--- src/logic/dmem_macros.svh ---
`ifndef DMEM_MACROS_SVH
`define DMEM_MACROS_SVH

// byte address bits decoded by the data RAM
// word index = DMEM_ADDR_BITS - 2
`define DMEM_ADDR_BITS 12

// UART transmit register, full 32-bit match
`define DMEM_UART_ADDR 32'h1000_0000

`endif

--- src/logic/mem_types_pkg.sv ---
`default_nettype none

`include "dmem_macros.svh"

package mem_types_pkg;

   typedef enum logic [1:0] {
      SIZE_WORD = 2'd0,
      SIZE_BYTE = 2'd1,
      SIZE_HALF = 2'd2
   } access_size_e;   // 3 behaves as word

   typedef struct packed {
      logic [31-`DMEM_ADDR_BITS:0] upper;
      logic [`DMEM_ADDR_BITS-3:0]  word_idx;
      logic [1:0]                  offset;
   } addr_fields_t;

   // raw view for the MMIO compare, field view for RAM addressing
   typedef union packed {
      logic [31:0]  raw;
      addr_fields_t fields;
   } mem_addr_u;

   // mask store data to the access size, then move it up to its byte lane
   function automatic logic [31:0] align_store(input logic [31:0] data,
                                               input access_size_e size,
                                               input logic [1:0] offset);
      logic [31:0] masked;
      case (size)
         SIZE_BYTE: masked = {24'h0, data[7:0]};
         SIZE_HALF: masked = {16'h0, data[15:0]};
         default:   masked = data;
      endcase
      return masked << {offset, 3'b000};
   endfunction

endpackage

`default_nettype wire

--- src/logic/mem_req_if.sv ---
`timescale 1ns/1ps
`default_nettype none

// one pipeline memory request, as seen by the RAM, MMIO and write-back blocks
interface mem_req_if;

   mem_types_pkg::mem_addr_u    addr;
   mem_types_pkg::access_size_e size;
   logic [31:0]                 wdata;
   logic                        we;
   logic                        unsigned_flag;
   logic                        mem_to_reg;

   modport src (output addr, size, wdata, we, unsigned_flag, mem_to_reg);

   modport ram (input addr, size, wdata, we);

   modport mmio (input addr, size, wdata, we);

   // load side only needs offset and size, wdata is not used here
   modport wb (input addr, size, unsigned_flag, mem_to_reg);

endinterface

`default_nettype wire

--- src/logic/mmio_uart_port.sv ---
`timescale 1ns/1ps
`default_nettype none

`include "dmem_macros.svh"

module mmio_uart_port (
   input  logic        clk,
   input  logic        rst,
   mem_req_if.mmio     req,
   output logic        uart_sel,
   output logic        uart_hit_r,
   output logic [31:0] uart_dout,
   output logic        uart_we
);

   logic uart_store;

   assign uart_sel   = (req.addr.raw == `DMEM_UART_ADDR);
   assign uart_store = req.we && uart_sel;

   always_ff @(posedge clk) begin
      if (rst) begin
         uart_we    <= 1'b0;
         uart_hit_r <= 1'b0;
      end else begin
         uart_we    <= uart_store;   // one-cycle strobe
         uart_hit_r <= uart_sel;     // load from here reads zero
      end
   end

   // holds until the next UART store
   always_ff @(posedge clk) begin
      if (uart_store)
         uart_dout <= mem_types_pkg::align_store(req.wdata, req.size,
                                                 req.addr.fields.offset);
   end

endmodule

`default_nettype wire

--- src/flat_wrapper.sv ---
// flat-port wrapper written by rule: the top's interface ports become plain ports
module mmio_uart_port_flat 
  (clk, rst, uart_sel, uart_hit_r, uart_dout, uart_we, req_addr, req_size, req_wdata, req_we);
  mem_req_if req_i ();
  input  logic clk;
  input  logic rst;
  output logic uart_sel;
  output logic uart_hit_r;
  output logic [31:0] uart_dout;
  output logic uart_we;
  input wire logic [$bits(req_i.addr)-1:0] req_addr;
  input wire logic [$bits(req_i.size)-1:0] req_size;
  input wire logic [$bits(req_i.wdata)-1:0] req_wdata;
  input wire logic [$bits(req_i.we)-1:0] req_we;
  assign req_i.addr = req_addr;
  assign req_i.size = req_size;
  assign req_i.wdata = req_wdata;
  assign req_i.we = req_we;
  mmio_uart_port u_core (.clk(clk), .rst(rst), .req(req_i), .uart_sel(uart_sel), .uart_hit_r(uart_hit_r), .uart_dout(uart_dout), .uart_we(uart_we));
endmodule
--- config.mk ---
export PLATFORM = sky130hd
export DESIGN_NAME = mmio_uart_port_flat
export DESIGN_NICKNAME = d
export VERILOG_FILES = /design/src/logic/mem_types_pkg.sv /design/src/logic/mem_req_if.sv /design/src/logic/mmio_uart_port.sv /design/src/flat_wrapper.sv
export VERILOG_INCLUDE_DIRS = /design/src /design/src/logic
export SDC_FILE = /design/constraint.sdc
export NUM_CORES = 1
export LEC_CHECK = 0
export BUFFER_PORTS_ARGS = -buffer_cell sky130_fd_sc_hd__buf_2
export CAP_MARGIN = 30
export CELL_PAD_IN_SITES_DETAIL_PLACEMENT = 0
export CELL_PAD_IN_SITES_GLOBAL_PLACEMENT = 2
export CORE_MARGIN = 5
export CORE_UTILIZATION = 26
export CTS_CLUSTER_SIZE = 40
export DETAILED_ROUTE_END_ITERATION = 10
export PLACE_DENSITY = 0.86
export SYNTH_ARGS = -nofsm -noshare
export SYNTH_HDL_FRONTEND = slang
export SYNTH_SLANG_ARGS = --single-unit
--- constraint.sdc ---
create_clock -name clk -period 9 [get_ports clk]
set_input_delay 0.9 -clock clk [delete_from_list [all_inputs] [get_ports clk]]
set_output_delay 0.9 -clock clk [all_outputs]
set_load 0.005 [all_outputs]
==> results.yml <==
cts:
  htree_levels: 2
  cts-resized-gates: 0
  cts_sinks: 34
  numCtsBuffers: 5
  cts_hold_buf: 0
  clockRootBuffer: "clkbuf_8"
  clk_pin_slew_ps: 60
  cts_setup_buffers: 0
  ctsLongestPathBuffers: 2
  cts_tree: "yes"
yosys:
  syn-num-nets: 207
  yosysUniqueCellTypes: 24
  synth_top_area_share_pct: 57.5
  netlist_area_um2: 1670
  avgSynthCellArea_um2: 12.2
  synth_area_leaders: "edfxtp_1, o22ai_1, mux2i_1"
  ys_seq_elements: 34
  ys_seq_area_share_pct: 59.9
  postSynthCellCount: 137
  ys_warn_count: 0
  synth_top_area_cell: "edfxtp_1"
cells_and_area:
  final_cell_mix: "buf_2, edfxtp_1, o22ai_1"
  area_growth_pct: 39.1
  fillers: 677
  diodes: 0
  regArea_um2: 1000
  final_common_cell: "buf_2"
  multi_input_area_um2: 611
  drive_gt1_share_pct: 48.1
  nets: 310
  final_cells: 318
routing:
  routed_wl_mm: 5.05
  routed_via_density: 4.73
  postRouteAntennaNets: 0
  drtPass1Iterations: 4
  wl_per_cell_um: 15.9
  dr.first_iter.drc_count: 59
  drcViolationCount: 0
  vias: 1504
critical_path:
  cpMostUsedCell: "buf_2"
  crit_type: "primary input to output pin"
  required_ps: 8100
  cp-start-kind: "primary input"
  slowest_delay_ps: 370
  cp_cell_sequence: "buf_2 > nor4_4 > nand4_2 > nor2_1 > buf_2"
  critPathTopFamily: "simple AND/OR/NAND/NOR gates"
  path_buf_inv: 2
  cp-end-kind: "output pin"
  cpMaxStageDelayCell: "nor4_4"
  worstPathArrival_ps: 2060
  critPathMaxFanout: 35
floorplanning:
  std_cell_rows: 29
  die_w_um: 90.2
  die_y_um: 90.2
  die_area_um2: 8130
  start_util_pct: 26.5
  ioPinCount: 104
  core_um2: 6310
global_route:
  grt_pass1_vias: 1628
  grt_pass1_wl_mm: 8.15
  antenna_found_initial: 0
  grt_max_degree: 36
  grt-ovfl-total: 0
  track_usage_pct: 12.6
sta:
  max_slew.worst_pin.slew_ps: 730
  slew_headroom_pct: 51.4
  setup_violations: 0
  hold_viol: 0
  rsz0062_at_grt: "false"
  fin_setup_tns_ps: 0
  clock.fmax_ghz: 0.338
  setup_slack_ps: 6040
  period_needed_ps: 2960
  fin_crit_sh_pct: 32.9
  slew_violations: 0
hold_path:
  hold_path.class: "primary input to register"
placement:
  dp_cells: 310
  port_buffers: 103
  place.gp.congestion: 0.782
  place_ws_ps: 6050
pwr:
  power.density_nw_per_um2: 141
  peakVddDrop_mv: 0.0625
  p_leak_nw: 0.905
job:
  max-cap-violations: 0
run_status:
  status: "finished, final reports clean"
[cells in the mapped netlist (all sizes together)]
master	instances
and2b	1
buf	8
o21ai	8
and2	9
nand4	2
nor2	10
inv	3
a31oi	1
mux2i	8
a22oi	7
nor3	2
nand2	10
nor4	8
ha	1
edfxtp	32
dfxtp	2
o21a	8
nor4b	1
o22ai	16
[state kept, by name, summed over array words and instances (netlist names)]
signal             cells
u_core.uart_hit_r      1
u_core.uart_dout      32
u_core.uart_we         1
[logic make-up (layout without fill, tap and decap cells)]
kind of cell	count (synthesis)	after routing	synth area share (%)
and+or+nand+nor	43	43	15.2
AOI/OAI and AO/OA	40	40	15.5
DFF	34	34	59.9
buffers and inverters	11	115	3.82
muxes	8	8	4.79
adders and majority gates	1	1	0.749
[power by group]
| group | switching [mW] | internal, mW | total [mW] |
|---|---|---|---|
| Sequential | 0.0000000000142 | 0.174 | 0.174 |
| Clock | 0.0532 | 0.0531 | 0.106 |
| Combinational | 0.0251 | 0.0223 | 0.0474 |
| Total | 0.0783 | 0.249 | 0.327 |
[path summary, 6_finish.rpt]
check / startpoint / to / slack [ps] / cells after the start
setup / recovery: req_addr[0] / uart_sel / 6040 / 5
hold / removal: rst / u_core.uart_we / 810 / 2
[per-layer routing]
metal	wire, um	GRT usage [%]
met1	2120	15.1
met2	2580	21.6
met5	0	0
met3	293	3.42
met4	61	4.34
[metrics by stage]
stage,power [mW],hold WS [ps],utilization (%),area [um2]
after floorplan,0.203,974,-,1670
after global placement,0.224,1090,35.5,2240
after detailed placement,0.225,1100,35.5,2240
after CTS,0.330,807,36.8,2320
after global routing,0.346,816,36.8,2320
final,0.327,814,36.8,2320
[final cells by class]
cell class	count	share of cell area, %
sequential	34	43.1
multi-input combinational	92	26.3
timing repair buffer	104	22.5
tap	77	4.15
clock buffer	6	3.12
inverter	3	0.485
clock inverter	2	0.377
(Power assumes the default switching activity.)
