**config.mk**
```make
export PLATFORM = sky130hd
export DESIGN_NAME = load_writeback_flat
export DESIGN_NICKNAME = d
export VERILOG_FILES = /design/src/logic/mem_types_pkg.sv /design/src/logic/wb_types_pkg.sv /design/src/logic/mem_req_if.sv /design/src/logic/load_writeback.sv /design/src/flat_wrapper.sv
export VERILOG_INCLUDE_DIRS = /design/src /design/src/logic
export SDC_FILE = /design/constraint.sdc
export NUM_CORES = 1
export LEC_CHECK = 0
export ABC_AREA = 1
export ABC_CLOCK_PERIOD_IN_PS = 1900
export BUFFER_PORTS_ARGS = -buffer_cell sky130_fd_sc_hd__buf_2
export CAP_MARGIN = 25
export CORE_MARGIN = 4
export CORE_UTILIZATION = 39
export CTS_CLUSTER_DIAMETER = 100
export DETAILED_ROUTE_END_ITERATION = 10
export MAX_ROUTING_LAYER = met4
export PLACE_DENSITY = 0.77
export SLEW_MARGIN = 15
export SYNTH_ARGS = -nofsm -noshare
export SYNTH_HDL_FRONTEND = slang
export SYNTH_SLANG_ARGS = --single-unit
```
**constraint.sdc**
```tcl
create_clock -name clk -period 1.9 [get_ports clk]
set_clock_uncertainty 0.15 [all_clocks]
set_input_delay 0.285 -clock clk [delete_from_list [all_inputs] [get_ports clk]]
set_output_delay 0.285 -clock clk [all_outputs]
set_load 0.02 [all_outputs]
```
**src/logic/dmem_macros.svh**
```systemverilog
`ifndef DMEM_MACROS_SVH
`define DMEM_MACROS_SVH

// byte address bits decoded by the data RAM
// word index = DMEM_ADDR_BITS - 2
`define DMEM_ADDR_BITS 12

// UART transmit register, full 32-bit match
`define DMEM_UART_ADDR 32'h1000_0000

`endif

```
**src/logic/mem_types_pkg.sv**
```systemverilog
`default_nettype none

`include "dmem_macros.svh"

package mem_types_pkg;

   typedef enum logic [1:0] {
      SIZE_WORD = 2'd0,
      SIZE_BYTE = 2'd1,
      SIZE_HALF = 2'd2
   } access_size_e;   // 3 behaves as word

   typedef struct packed {
      logic [31-`DMEM_ADDR_BITS:0] upper;
      logic [`DMEM_ADDR_BITS-3:0]  word_idx;
      logic [1:0]                  offset;
   } addr_fields_t;

   // raw view for the MMIO compare, field view for RAM addressing
   typedef union packed {
      logic [31:0]  raw;
      addr_fields_t fields;
   } mem_addr_u;

   // mask store data to the access size, then move it up to its byte lane
   function automatic logic [31:0] align_store(input logic [31:0] data,
                                               input access_size_e size,
                                               input logic [1:0] offset);
      logic [31:0] masked;
      case (size)
         SIZE_BYTE: masked = {24'h0, data[7:0]};
         SIZE_HALF: masked = {16'h0, data[15:0]};
         default:   masked = data;
      endcase
      return masked << {offset, 3'b000};
   endfunction

endpackage

`default_nettype wire

```
**src/logic/wb_types_pkg.sv**
```systemverilog
`default_nettype none

package wb_types_pkg;

   typedef logic [4:0] reg_idx_t;

   // control that travels one cycle alongside the RAM read
   typedef struct packed {
      reg_idx_t                    rd;
      logic                        reg_we;       // already qualified by run
      logic                        mem_to_reg;
      logic                        unsigned_flag;
      mem_types_pkg::access_size_e size;
      logic [1:0]                  offset;
   } wb_ctrl_t;

endpackage

`default_nettype wire

```
**src/logic/mem_req_if.sv**
```systemverilog
`timescale 1ns/1ps
`default_nettype none

// one pipeline memory request, as seen by the RAM, MMIO and write-back blocks
interface mem_req_if;

   mem_types_pkg::mem_addr_u    addr;
   mem_types_pkg::access_size_e size;
   logic [31:0]                 wdata;
   logic                        we;
   logic                        unsigned_flag;
   logic                        mem_to_reg;

   modport src (output addr, size, wdata, we, unsigned_flag, mem_to_reg);

   modport ram (input addr, size, wdata, we);

   modport mmio (input addr, size, wdata, we);

   // load side only needs offset and size, wdata is not used here
   modport wb (input addr, size, unsigned_flag, mem_to_reg);

endinterface

`default_nettype wire

```
**src/logic/load_writeback.sv**
```systemverilog
`timescale 1ns/1ps
`default_nettype none

module load_writeback (
   input  logic                   clk,
   input  logic                   rst,
   input  logic                   run,
   mem_req_if.wb                  req,
   input  wb_types_pkg::reg_idx_t rd_in,
   input  logic                   reg_we_in,
   input  logic [31:0]            alu_result,
   input  logic [31:0]            ram_rdata,
   input  logic                   uart_hit_r,
   output logic [31:0]            reg_wdata,
   output logic                   reg_we_out,
   output wb_types_pkg::reg_idx_t reg_rd
);

   wb_types_pkg::wb_ctrl_t ctrl_r;
   logic [31:0]            alu_r;
   logic [23:0]            fill;
   logic [31:0]            shifted;
   logic [31:0]            loaded;
   logic                   sgn;

   always_ff @(posedge clk) begin
      if (rst) begin
         ctrl_r <= '0;
      end else begin
         ctrl_r <= '{rd:            rd_in,
                     reg_we:        run && reg_we_in,
                     mem_to_reg:    req.mem_to_reg,
                     unsigned_flag: req.unsigned_flag,
                     size:          req.size,
                     offset:        req.addr.fields.offset};
      end
   end

   always_ff @(posedge clk) begin
      alu_r <= alu_result;
   end

   always_comb begin
      fill = (ctrl_r.unsigned_flag || !ram_rdata[31]) ? 24'h00_0000 : 24'hff_ffff;
      case (ctrl_r.offset)
         2'd1:    shifted = {fill[7:0],  ram_rdata[31:8]};
         2'd2:    shifted = {fill[15:0], ram_rdata[31:16]};
         2'd3:    shifted = {fill,       ram_rdata[31:24]};
         default: shifted = ram_rdata;
      endcase

      // extend to the access size
      case (ctrl_r.size)
         mem_types_pkg::SIZE_BYTE: begin
            sgn    = !ctrl_r.unsigned_flag && shifted[7];
            loaded = {{24{sgn}}, shifted[7:0]};
         end
         mem_types_pkg::SIZE_HALF: begin
            sgn    = !ctrl_r.unsigned_flag && shifted[15];
            loaded = {{16{sgn}}, shifted[15:0]};
         end
         default: begin
            sgn    = 1'b0;
            loaded = shifted;
         end
      endcase

      if (uart_hit_r)
         loaded = '0;   // UART register is write only
   end

   assign reg_wdata  = ctrl_r.mem_to_reg ? loaded : alu_r;
   assign reg_we_out = ctrl_r.reg_we;
   assign reg_rd     = ctrl_r.rd;

endmodule

`default_nettype wire

```
**src/flat_wrapper.sv**
```systemverilog
// flat-port wrapper written by rule: the top's interface ports become plain ports
module load_writeback_flat 
  (clk, rst, run, rd_in, reg_we_in, alu_result, ram_rdata, uart_hit_r, reg_wdata, reg_we_out, reg_rd, req_addr, req_size, req_unsigned_flag, req_mem_to_reg);
  mem_req_if req_i ();
  input  logic clk;
  input  logic rst;
  input  logic run;
  input  wb_types_pkg::reg_idx_t rd_in;
  input  logic reg_we_in;
  input  logic [31:0] alu_result;
  input  logic [31:0] ram_rdata;
  input  logic uart_hit_r;
  output logic [31:0] reg_wdata;
  output logic reg_we_out;
  output wb_types_pkg::reg_idx_t reg_rd;
  input wire logic [$bits(req_i.addr)-1:0] req_addr;
  input wire logic [$bits(req_i.size)-1:0] req_size;
  input wire logic [$bits(req_i.unsigned_flag)-1:0] req_unsigned_flag;
  input wire logic [$bits(req_i.mem_to_reg)-1:0] req_mem_to_reg;
  assign req_i.addr = req_addr;
  assign req_i.size = req_size;
  assign req_i.unsigned_flag = req_unsigned_flag;
  assign req_i.mem_to_reg = req_mem_to_reg;
  load_writeback u_core (.clk(clk), .rst(rst), .run(run), .req(req_i), .rd_in(rd_in), .reg_we_in(reg_we_in), .alu_result(alu_result), .ram_rdata(ram_rdata), .uart_hit_r(uart_hit_r), .reg_wdata(reg_wdata), .reg_we_out(reg_we_out), .reg_rd(reg_rd));
endmodule
```
==> metrics.txt <==
DP Wirelength 5590 um; Total Routing Usage GR 0.231; largest net degree at the start of global routing 33; WHS Path Cells 3; Required @ worst endpoint 1.46 ns; vias in the first global route 2942; max-cap viol count 0; Peak VDD IR 0.000380 V; Final Slew Violations 0; Min-Delay Startpoint req_size[0]; buffers added on ports 117; dpl cell area 0.00309 mm2; unrepaired setup endpoints after global routing yes; wire per inst 13.9 um; DR vias 2868; endpoints failing hold 0; Synth cell types 27; #FFs+latches synth 44; DR vias/cell 4.80; Residual DRC 0; Post-Syn Area 0.00237 mm2; Worst Hold End u_core.ctrl_r[2]; Max Root-Sink Buffers 2; layout cell share with drive strength beyond 1 0.469; Max-Slew Margin vs Limit 0.776; Die Y 85.9 um; failing checks setup timing; FILL cells 483; # setup viols final 32; Layout Cells excl Fill 597; status finished, violations left; I/O pins 148; syn nets 470; DRT iter0 DRCs 182; area delta synth->final 70.1%; Setup Crit Path Kind reg -> out; CP startpoint kind flip-flop; Die ar. 0.00738 mm2; Final #Nets 633; YS warnings 0; TritonCTS Buffers 5; Worst Setup SP u_core.ctrl_r[0]; CORE AREA 0.00592 mm2; fmax 0.473 GHz; Post-DRT Antenna Nets 0; GPL Wtd Cong 0.907; initial antenna violation count 0; Hold Path Class in -> reg; Hold Worst Slack 0.0251 ns; Avg Inst Size Synth 6.61 um2; first-pass iteration count of the detailed router 4; Slew @ Worst Pin 0.335 ns; # diodes 0; register area share after synthesis 0.372; Cell Rows 28; Crit Path Max Fanout 8; setup ws final -0.215 ns; Tmin final 2.12 ns; global-route wire length before repair 13200 um; Reg clk slew, reported paths 0.09 ns; crit path DAT 1.68 ns; Initial Utilization 0.400; static leakage 2.11 nW; gr ovfl total 0; period utilization 1.11; CP endpoint kind primary output; Mapped Cells 358; Layout Utilization 0.680; total wire length 8280 um; Design Power 2.55 mW; CTS Sinks 44; placed cells 550; CTS root buf clkbuf_8; final instance area 0.00403 mm2; CTS H-Tree Depth 2; Die X 85.9 um; PwrDens 632 mW/mm2; CTS tree done
[critical path: stages, from the launching register on]
cell and delay [ns]:
dfxtp_4 0.37, buf_6 0.12, nand2_2 0.07, nand2_4 0.08, nand2_4 0.06, nand2_4 0.08
nand4_4 0.16, nand2_8 0.17, nand2_2 0.05, nand2_1 0.06, buf_4 0.14
[cell families (layout without fill, tap and decap cells)]
family / count (synthesis) / in the layout / share of synthesized area
adder cells (fa/ha/maj): 2 / 2 / 0.0106
buffers and inverters: 63 / 226 / 0.122
flip-flops: 44 / 44 / 0.372
AND/OR/NAND/NOR: 198 / 199 / 0.369
AO/OA/AOI/OAI: 51 / 51 / 0.126
[metal layers]
metal  routed length, um  up-vias  share of wire  track usage
met3                 556        8          0.067       0.0423
met4                  97        0          0.012       0.0734
met2                4460      111           0.54        0.408
li1                    -     1446              -            -
met1                3170     1303           0.38        0.262
met5                   0        -              0            -
[layout by cell type, fill, tap and decap left out, types with 9 or more instances in the layout]
master,netlist,layout
o21ai_0,16,9
nand3_2,1,13
dfxtp_1,44,40
buf_6,1,29
buf_4,6,29
buf_2,4,85
nand2_1,139,107
nor2_1,16,15
a21oi_1,21,20
nand2_2,11,40
dlygate4sd3_1,0,32
inv_1,38,32
[repair_timing]
| item | CTS | global route |
|---|---|---|
| gates cloned | 2 | 0 |
| hold buffers | 32 | 0 |
| setup endpoints to repair | 32 | 32 |
| pin swaps | 22 | 19 |
| setup buffers | 5 | 0 |
| endpoints found under the hold margin | 32 | 0 |
| gates resized for setup | 94 | 49 |
[report_power, final]
part / switching [mW] / internal, mW / total (mW)
clock network: 0.339 / 0.389 / 0.728
registers: 0.0186 / 0.970 / 0.989
logic: 0.452 / 0.378 / 0.830
[worst max-delay path by stage]
| stage | end | slack [ns] | cells past startpoint |
|---|---|---|---|
| final | reg_wdata[21] | -0.22 | 10 |
| after detailed placement | reg_wdata[10] | -0.03 | 8 |
| after global placement | reg_wdata[10] | -0.02 | 8 |
| after floorplan | reg_wdata[14] | 0.003 | 9 |
| after global routing | reg_wdata[16] | -0.31 | 10 |
| after CTS | reg_wdata[29] | -0.22 | 12 |
[layout make-up]
cell class	count	area (um2)	area share
inverters	43	169	0.0419
well taps	75	93.8	0.0233
multi-input cells	252	1470	0.366
repair buffers	175	1290	0.320
clock buffers	5	68.8	0.0171
clock inverters	3	42.5	0.0106
flip-flops and latches	44	891	0.221
[stage by stage]
| step | TNS (ns) | worst slack, ns |
|---|---|---|
| global placement | -0.0355 | -0.0194 |
| detailed placement | -0.0860 | -0.0260 |
| finish | -5.74 | -0.215 |
| global route | -8.69 | -0.313 |
| floorplan | 0 | 0.00274 |
| CTS | -5.32 | -0.216 |
[state kept, by name, summed over array words and instances, names as in the netlist]
register,count
u_core.alu_r,32
u_core.reg_we_out,1
u_core.reg_rd,5
u_core.ctrl_r,6
[cells in the mapped netlist]
cell       count  area (um2)
nand4_4        1        21.3
ha_1           2        25.0
o221ai_1       4        35.0
o211ai_1       7        52.6
nand2_2       11        68.8
buf_2          4        20.0
dfxtp_1       44         881
nor2_4         1        11.3
nand3_1       20         100
nand2_4        5        56.3
nor2_2         2        12.5
buf_6          1        11.3
buf_12         1        20.0
nor2_1        16        60.1
or2_2          1        6.26
o21ai_0       16        80.1
buf_4          6        45.0
inv_2          4        15.0
nand3_2        1        10.0
clkbuf_1       7        26.3
inv_1         38         143
buf_1          1        3.75
a21oi_1       21         105
clkinv_1       1        3.75
nand2_1      139         522
o2111ai_1      3        26.3
nand4_1        1        6.26
Power figures use the tool's default switching activity.
